**config.mk**
```make
export PLATFORM = sky130hd
export DESIGN_NAME = dcpl_static
export DESIGN_NICKNAME = d
export VERILOG_FILES = /design/src/dcpl_pkg.sv /design/src/dcpl_channel.sv /design/src/dcpl_wback_dma.sv /design/src/dcpl_static.sv
export VERILOG_INCLUDE_DIRS = /design/src
export SDC_FILE = /design/constraint.sdc
export NUM_CORES = 1
export LEC_CHECK = 0
export BUFFER_PORTS_ARGS = -buffer_cell sky130_fd_sc_hd__buf_2
export CAP_MARGIN = 20
export CORE_MARGIN = 1
export CORE_UTILIZATION = 40
export CTS_BUF_LIST = sky130_fd_sc_hd__clkbuf_8
export CTS_CLUSTER_SIZE = 30
export DETAILED_ROUTE_END_ITERATION = 8
export PLACE_DENSITY = 0.59
export REMOVE_ABC_BUFFERS = 1
export SETUP_SLACK_MARGIN = 0.3
export SKIP_LAST_GASP = 1
export SLEW_MARGIN = 0
export SYNTH_ARGS = -nofsm -noshare
export SYNTH_HDL_FRONTEND = slang
export SYNTH_HIERARCHICAL = 1
export SYNTH_SLANG_ARGS = --single-unit
```
**constraint.sdc**
```tcl
create_clock -name aclk -period 24.6 [get_ports aclk]
set_input_delay 2.46 -clock aclk [delete_from_list [all_inputs] [get_ports aclk]]
set_output_delay 2.46 -clock aclk [all_outputs]
set_load 0.01 [all_outputs]
```
**src/dcpl_defs.svh**
```systemverilog
/* Stage counts and data widths for the decoupling boundary */

`ifndef DCPL_DEFS_SVH
`define DCPL_DEFS_SVH

// Decouple pipeline depth, input tap included
`define DCPL_SYNC_STAGES 3

// Register slices behind each gate
`define DCPL_N_STAGES 3

`define DCPL_IRQ_BITS 15   // User interrupt vector

`define DCPL_DATA_BITS 64  // User stream payload

`define DCPL_WB_BITS 32    // Writeback beat payload

`endif

```
**src/dcpl_pkg.sv**
```systemverilog
/* Writeback request and DMA write descriptor types */

`include "dcpl_defs.svh"

package dcpl_pkg;

    // Writeback from the user region
    typedef struct packed {
        logic [63:0]               addr;   // Host address
        logic [`DCPL_WB_BITS-1:0]  value;  // Word to write
    } wback_t;

    // DMA write descriptor toward the shell
    typedef struct packed {
        logic [63:0] addr;  // Host address
        logic [31:0] len;   // Length in bytes
    } dma_req_t;

endpackage

```
**src/dcpl_channel.sv**
```systemverilog
/* Isolation gate followed by a chain of skid register slices
   for one valid/ready channel */

`timescale 1ns/1ps

module dcpl_channel #(
    parameter int DATA_BITS = 65,
    parameter int N_STAGES  = 3
) (
    input  logic                 aclk,
    input  logic                 aresetn,
    input  logic                 gate_on,

    input  logic                 s_valid,
    output logic                 s_ready,
    input  logic [DATA_BITS-1:0] s_data,

    output logic                 m_valid,
    input  logic                 m_ready,
    output logic [DATA_BITS-1:0] m_data
);

    logic                 vld [N_STAGES+1];
    logic                 rdy [N_STAGES+1];
    logic [DATA_BITS-1:0] dat [N_STAGES+1];

    // Gate on the source side
    assign vld[0]  = s_valid && !gate_on;
    assign s_ready = rdy[0] && !gate_on;
    assign dat[0]  = s_data;

    for (genvar i = 0; i < N_STAGES; i++) begin : g_slice
        logic                 main_vld;
        logic [DATA_BITS-1:0] main_dat;
        logic                 spare_vld;
        logic [DATA_BITS-1:0] spare_dat;
        logic                 in_rdy;

        always_ff @(posedge aclk) begin
            if (!aresetn) begin
                main_vld  <= 1'b0;
                spare_vld <= 1'b0;
                in_rdy    <= 1'b0;
            end else if (!spare_vld) begin
                in_rdy <= 1'b1;
                if (!main_vld || rdy[i+1]) begin
                    main_vld <= vld[i] && in_rdy;   // Main free or draining
                end else if (vld[i] && in_rdy) begin
                    spare_vld <= 1'b1;              // Main stalled so park in spare
                    in_rdy    <= 1'b0;
                end
            end else if (rdy[i+1]) begin
                // Spare moves into main, which stays valid
                spare_vld <= 1'b0;
                in_rdy    <= 1'b1;
            end
        end

        always_ff @(posedge aclk) begin
            if (!spare_vld) begin
                if (!main_vld || rdy[i+1]) begin
                    main_dat <= dat[i];
                end else if (vld[i] && in_rdy) begin
                    spare_dat <= dat[i];
                end
            end else if (rdy[i+1]) begin
                main_dat <= spare_dat;
            end
        end

        assign rdy[i]   = in_rdy;     // Registered ready upstream
        assign vld[i+1] = main_vld;
        assign dat[i+1] = main_dat;
    end

    assign m_valid        = vld[N_STAGES];
    assign m_data         = dat[N_STAGES];
    assign rdy[N_STAGES]  = m_ready;

    // Stalled beat holds at the output
    a_out_stable: assert property (@(posedge aclk) disable iff (!aresetn)
        m_valid && !m_ready |=> m_valid && $stable(m_data));

    // Nothing enters the first slice while isolated
    a_no_entry: assert property (@(posedge aclk) disable iff (!aresetn)
        gate_on |=> !$rose(g_slice[0].main_vld) && !$rose(g_slice[0].spare_vld));

endmodule

```
**src/dcpl_wback_dma.sv**
```systemverilog
/* Writeback to DMA conversion, one descriptor and one 32-bit beat
   per accepted request */

`timescale 1ns/1ps

`include "dcpl_defs.svh"

module dcpl_wback_dma (
    input  logic                     aclk,
    input  logic                     aresetn,

    input  logic                     s_valid,
    output logic                     s_ready,
    input  dcpl_pkg::wback_t         s_req,

    output logic                     dma_valid,
    input  logic                     dma_ready,
    output dcpl_pkg::dma_req_t       dma_req,

    output logic                     wbs_valid,
    input  logic                     wbs_ready,
    output logic [`DCPL_WB_BITS-1:0] wbs_data,
    output logic                     wbs_last
);

    logic accept;
    logic dma_busy_nxt;
    logic wbs_busy_nxt;

    assign accept       = s_valid && s_ready;
    assign dma_busy_nxt = accept || (dma_valid && !dma_ready);
    assign wbs_busy_nxt = accept || (wbs_valid && !wbs_ready);

    // Each output clears on its own handshake
    always_ff @(posedge aclk) begin
        if (!aresetn) begin
            dma_valid <= 1'b0;
            wbs_valid <= 1'b0;
            s_ready   <= 1'b0;
        end else begin
            dma_valid <= dma_busy_nxt;
            wbs_valid <= wbs_busy_nxt;
            s_ready   <= !dma_busy_nxt && !wbs_busy_nxt;  // Both sides idle
        end
    end

    always_ff @(posedge aclk) begin
        if (accept) begin
            dma_req.addr <= s_req.addr;
            dma_req.len  <= 32'(`DCPL_WB_BITS / 8);  // One word in bytes
            wbs_data     <= s_req.value;
        end
    end

    assign wbs_last = 1'b1;  // Single-beat stream

    // No new request while a previous one is still pending
    a_one_in_flight: assert property (@(posedge aclk) disable iff (!aresetn)
        s_ready |-> !dma_valid && !wbs_valid);

endmodule

```
**src/dcpl_static.sv**
```systemverilog
/* Static decoupling boundary top with the decouple pipeline, gated interrupts,
   gated stream channels and writeback conversion */

`timescale 1ns/1ps

`include "dcpl_defs.svh"

module dcpl_static (
    input  logic                       aclk,
    input  logic                       aresetn,
    input  logic                       decouple,

    input  logic [`DCPL_IRQ_BITS-1:0]  usr_irq_in,
    output logic [`DCPL_IRQ_BITS-1:0]  irq_out,

    input  logic                       uo_valid,
    output logic                       uo_ready,
    input  logic [`DCPL_DATA_BITS-1:0] uo_data,
    input  logic                       uo_last,
    output logic                       so_valid,
    input  logic                       so_ready,
    output logic [`DCPL_DATA_BITS-1:0] so_data,
    output logic                       so_last,

    input  logic                       si_valid,
    output logic                       si_ready,
    input  logic [`DCPL_DATA_BITS-1:0] si_data,
    input  logic                       si_last,
    output logic                       ui_valid,
    input  logic                       ui_ready,
    output logic [`DCPL_DATA_BITS-1:0] ui_data,
    output logic                       ui_last,

    input  logic                       wb_valid,
    output logic                       wb_ready,
    input  dcpl_pkg::wback_t           wb_req,

    output logic                       dma_valid,
    input  logic                       dma_ready,
    output dcpl_pkg::dma_req_t         dma_req,
    output logic                       wbs_valid,
    input  logic                       wbs_ready,
    output logic [`DCPL_WB_BITS-1:0]   wbs_data,
    output logic                       wbs_last
);

    logic [`DCPL_SYNC_STAGES-1:0] dcpl_q;
    logic                         gate_on;
    logic [`DCPL_IRQ_BITS-1:0]    irq_gated;
    logic [`DCPL_IRQ_BITS-1:0]    irq_pipe [`DCPL_N_STAGES];
    logic                         si_q_valid;
    logic                         si_q_ready;
    logic                         wb_q_valid;
    logic                         wb_q_ready;
    dcpl_pkg::wback_t             wb_q_req;

    // Input tap plus registered stages
    assign dcpl_q[0] = decouple;

    always_ff @(posedge aclk) begin
        if (!aresetn) begin
            dcpl_q[`DCPL_SYNC_STAGES-1:1] <= '0;
        end else begin
            dcpl_q[`DCPL_SYNC_STAGES-1:1] <= dcpl_q[`DCPL_SYNC_STAGES-2:0];
        end
    end

    assign gate_on = dcpl_q[`DCPL_SYNC_STAGES-1];

    // Interrupts forced low while isolated and then sliced
    assign irq_gated = gate_on ? '0 : usr_irq_in;

    always_ff @(posedge aclk) begin
        if (!aresetn) begin
            for (int i = 0; i < `DCPL_N_STAGES; i++) begin
                irq_pipe[i] <= '0;
            end
        end else begin
            irq_pipe[0] <= irq_gated;
            for (int i = 1; i < `DCPL_N_STAGES; i++) begin
                irq_pipe[i] <= irq_pipe[i-1];
            end
        end
    end

    assign irq_out = irq_pipe[`DCPL_N_STAGES-1];

    // User to shell gated at the user input
    dcpl_channel #(.DATA_BITS(`DCPL_DATA_BITS + 1), .N_STAGES(`DCPL_N_STAGES)) u_ch_out (
        .aclk(aclk), .aresetn(aresetn), .gate_on(gate_on),
        .s_valid(uo_valid), .s_ready(uo_ready), .s_data({uo_last, uo_data}),
        .m_valid(so_valid), .m_ready(so_ready), .m_data({so_last, so_data})
    );

    // Shell to user with the gate at the user edge below
    dcpl_channel #(.DATA_BITS(`DCPL_DATA_BITS + 1), .N_STAGES(`DCPL_N_STAGES)) u_ch_in (
        .aclk(aclk), .aresetn(aresetn), .gate_on(1'b0),
        .s_valid(si_valid), .s_ready(si_ready), .s_data({si_last, si_data}),
        .m_valid(si_q_valid), .m_ready(si_q_ready), .m_data({ui_last, ui_data})
    );

    assign ui_valid   = si_q_valid && !gate_on;
    assign si_q_ready = ui_ready && !gate_on;  // Slices hold while isolated

    // Writeback request from the user
    dcpl_channel #(.DATA_BITS($bits(dcpl_pkg::wback_t)), .N_STAGES(`DCPL_N_STAGES)) u_ch_wb (
        .aclk(aclk), .aresetn(aresetn), .gate_on(gate_on),
        .s_valid(wb_valid), .s_ready(wb_ready), .s_data(wb_req),
        .m_valid(wb_q_valid), .m_ready(wb_q_ready), .m_data(wb_q_req)
    );

    dcpl_wback_dma u_wback_dma (
        .aclk(aclk), .aresetn(aresetn),
        .s_valid(wb_q_valid), .s_ready(wb_q_ready), .s_req(wb_q_req),
        .dma_valid(dma_valid), .dma_ready(dma_ready), .dma_req(dma_req),
        .wbs_valid(wbs_valid), .wbs_ready(wbs_ready),
        .wbs_data(wbs_data), .wbs_last(wbs_last)
    );

    // Isolation reaches irq_out after the slice depth
    a_irq_quiet: assert property (@(posedge aclk) disable iff (!aresetn)
        gate_on |-> ##`DCPL_N_STAGES (irq_out == '0));

endmodule

```
==> key figures <==
Cells and area
  • Area delta synth->final: 16.0%
  • Share of post-route cells with drive strength above 1: 45.9%
  • Nets: 3424

Synth
  • Commonest cells post-synth: 1452 x edfxtp_1, 666 x mux2_2, 86 x buf_4
  • Yosys warnings: 6
  • Sequential area share after synthesis: 82.3%
  • Average size of a mapped cell: 21.9 µm²
  • Top post-synthesis cells by area: edfxtp_1 79%, mux2_2 14%, dfxtp_1 2.8%
  • Number of synthesized flops with an enable pin: 1452
  • Async SR Flop Fraction: 0%
  • Most frequent cell after synthesis: edfxtp_1
  • Synthesized flop and latch total: 1529
  • Yosys top cell area share: 79.5%
  • Main synth FF type: edfxtp_1
  • Gate Count Post-Synth: 2503
  • Synth Cell Area: 0.0549 mm²
  • Yosys top cell by area: edfxtp_1
  • Yosys cell types: 32

Detailed routing
  • Pre-Repair DR Iteration Count: 5
  • DRT antenna net count: 0
  • Avg WL per Cell: 20.8 µm
  • # DRC: 0
  • Routed WL: 107000 µm
  • Via count: 24.5k
  • DR iter-0 viols: 1437
  • Drt via density: 4.75

Clock network
  • Clock transition at the registers of the reported paths: 60 ps
  • Resized Gates After CTS: 0
  • CTS tree: done
  • Clock tree root driver cell: clkbuf_8
  • Post-CTS Hold Fix Bufs: 0
  • Setup Buffers After CTS: 0
  • Total CTS buffers: 238
  • H-Tree Depth: 4
  • Deepest clock path buffer count: 3
  • Clk Latency, worst-skew pair: 950 ps
  • # clock sinks: 1529

Die
  • Area of the die: 0.139 mm²
  • Site row count: 135
  • IO Pins: 532
  • Die width: 372 µm
  • Initial Util: 40.4%
  • Core area: 0.136 mm²
  • Chip height: 372 µm

Pwr
  • Power Total: 5.16 mW
  • PwrDens: 81.1 mW/mm²
  • Leak: 22.5 nW
  • Worst vdd ir: 46.4 µV

Global route
  • Number of global-route vias before repair: 25.2k
  • Largest net degree at the start of global routing: 71
  • Total GRT Usage: 15.3%
  • Initial antenna violation count: 24
  • Grt total ovfl: 0
  • First-pass GRT wire length: 157000 µm

Critical path
  • Crit path DAT: 2110 ps
  • Worst EP required: 22140 ps
  • Setup CP Type: reg2out
  • Crit. End Element: output pin
  • Worst-path maximum fanout: 19
  • Critical Path Start Type: flip-flop

Timing
  • Final hold vios: 0
  • Slew @ Worst Pin: 1060 ps
  • RSZ-0062 raised after global routing: no
  • Slew headroom: 29.4%
  • Max Freq: 219 MHz
  • Final Critical Period: 4570 ps
  • Fin. max-slew vios: 0
  • Fin crit share: 18.6%
  • Clock skew: 67.6 ps
  • Finish-stage setup viols: 0
  • TNS Setup: 0 ps

Run status
  • Outcome: complete, no violations

Place
  • Hpwl dp: 62600 µm
  • Port buffer count: 498
  • Routability Congestion: 0.740

Run
  • Max_cap viols: 0

Hold path
  • Min-Delay Path Class: reg2reg
-- routing by layer --
metal | share of wire (%) | vias up | track usage (%) | wire length [µm]
met5 | 0.12 | - | 0 | 124
met4 | 2.5 | 20 | 5.45 | 2630
met3 | 6.8 | 218 | 4.79 | 7280
met2 | 47 | 678 | 24.2 | 50600
met1 | 43 | 12400 | 19.8 | 46500
li1 | - | 11200 | - | -
-- cell families after synthesis --
logic type             synth area share [%]
multiplexers                           14.0
other                                0.0205
AO/OA/AOI/OAI                         0.550
flip-flops                             82.3
AND/OR/NAND/NOR                        1.15
buffers and inverters                  2.01
-- path summary, 6_finish.rpt --
path / start / end / slack [ps] / cells past startpoint
setup reg to reg: u_ch_wb/g_slice[1].spare_vld / u_ch_wb/g_slice[1].main_dat[6] / 21530 / 3
hold reg to reg: u_ch_wb/m_data[46] / u_wback_dma/dma_req[46] / 400 / 0
setup / recovery: dcpl_q[2] / wb_ready / 20030 / 2
hold / removal: u_ch_wb/m_data[46] / u_wback_dma/dma_req[46] / 400 / 0
-- worst max-delay path, stage by stage (launching register included) --
cell and delay (ps):
dfxtp_1 650, and2b_1 330, buf_2 180
-- stage by stage --
step	cell area, µm²	util (%)	setup WS, ps	hold WS (ps)	instances
floorplan	53900	-	14890	400	2396
global placement	59100	43.5	19990	400	4713
detailed placement	59100	43.5	19910	405	4714
CTS	63600	46.8	19840	398	5148
global route	63600	46.8	19820	398	5150
finish	63600	46.9	20030	404	5155
-- state kept, by name, indices dropped and copies added (netlist names), 32 cells and up --
name,cells
u_ch_wb/g_slice.spare_dat,288
u_ch_in/g_slice.spare_dat,195
u_ch_out/g_slice.spare_dat,195
u_ch_wb/g_slice.main_dat,192
u_ch_in/g_slice.main_dat,130
u_ch_out/g_slice.main_dat,130
u_ch_wb/m_data,96
u_ch_in/m_data,65
u_ch_out/m_data,65
u_wback_dma/dma_req,64
irq_pipe,45
u_wback_dma/wbs_data,32
-- placed cells by master, fill, tap and decap left out, types with 12 or more instances in the layout --
master and n:
clkinv_1 53, dfxtp_1 68, buf_2 498, edfxtp_1 1452, inv_1 94, mux2_2 666
buf_4 38, conb_1 34, and3b_1 13, and2_1 32, mux2_4 12, clkinv_2 24
clkbuf_8 255
-- power by group --
| part | internal, mW | total [mW] | switching [mW] |
|---|---|---|---|
| Clock | 1.01 | 1.99 | 0.982 |
| Sequential | 2.96 | 3.00 | 0.0425 |
| Combinational | 0.0848 | 0.160 | 0.0756 |
| Total | 4.06 | 5.16 | 1.10 |
-- layout make-up --
cell class / instances / area (µm²)
Clock buffer: 255 / 3510
Sequential cell: 1529 / 45200
Inverter: 13 / 51.3
Antenna cell: 7 / 17.5
Tap cell: 1781 / 2230
Timing Repair Buffer: 537 / 2800
Clock inverter: 179 / 968
Fill cell: 11600 / 72200
Multi-Input combinational cell: 854 / 8890
Power figures use the tool's default switching activity.
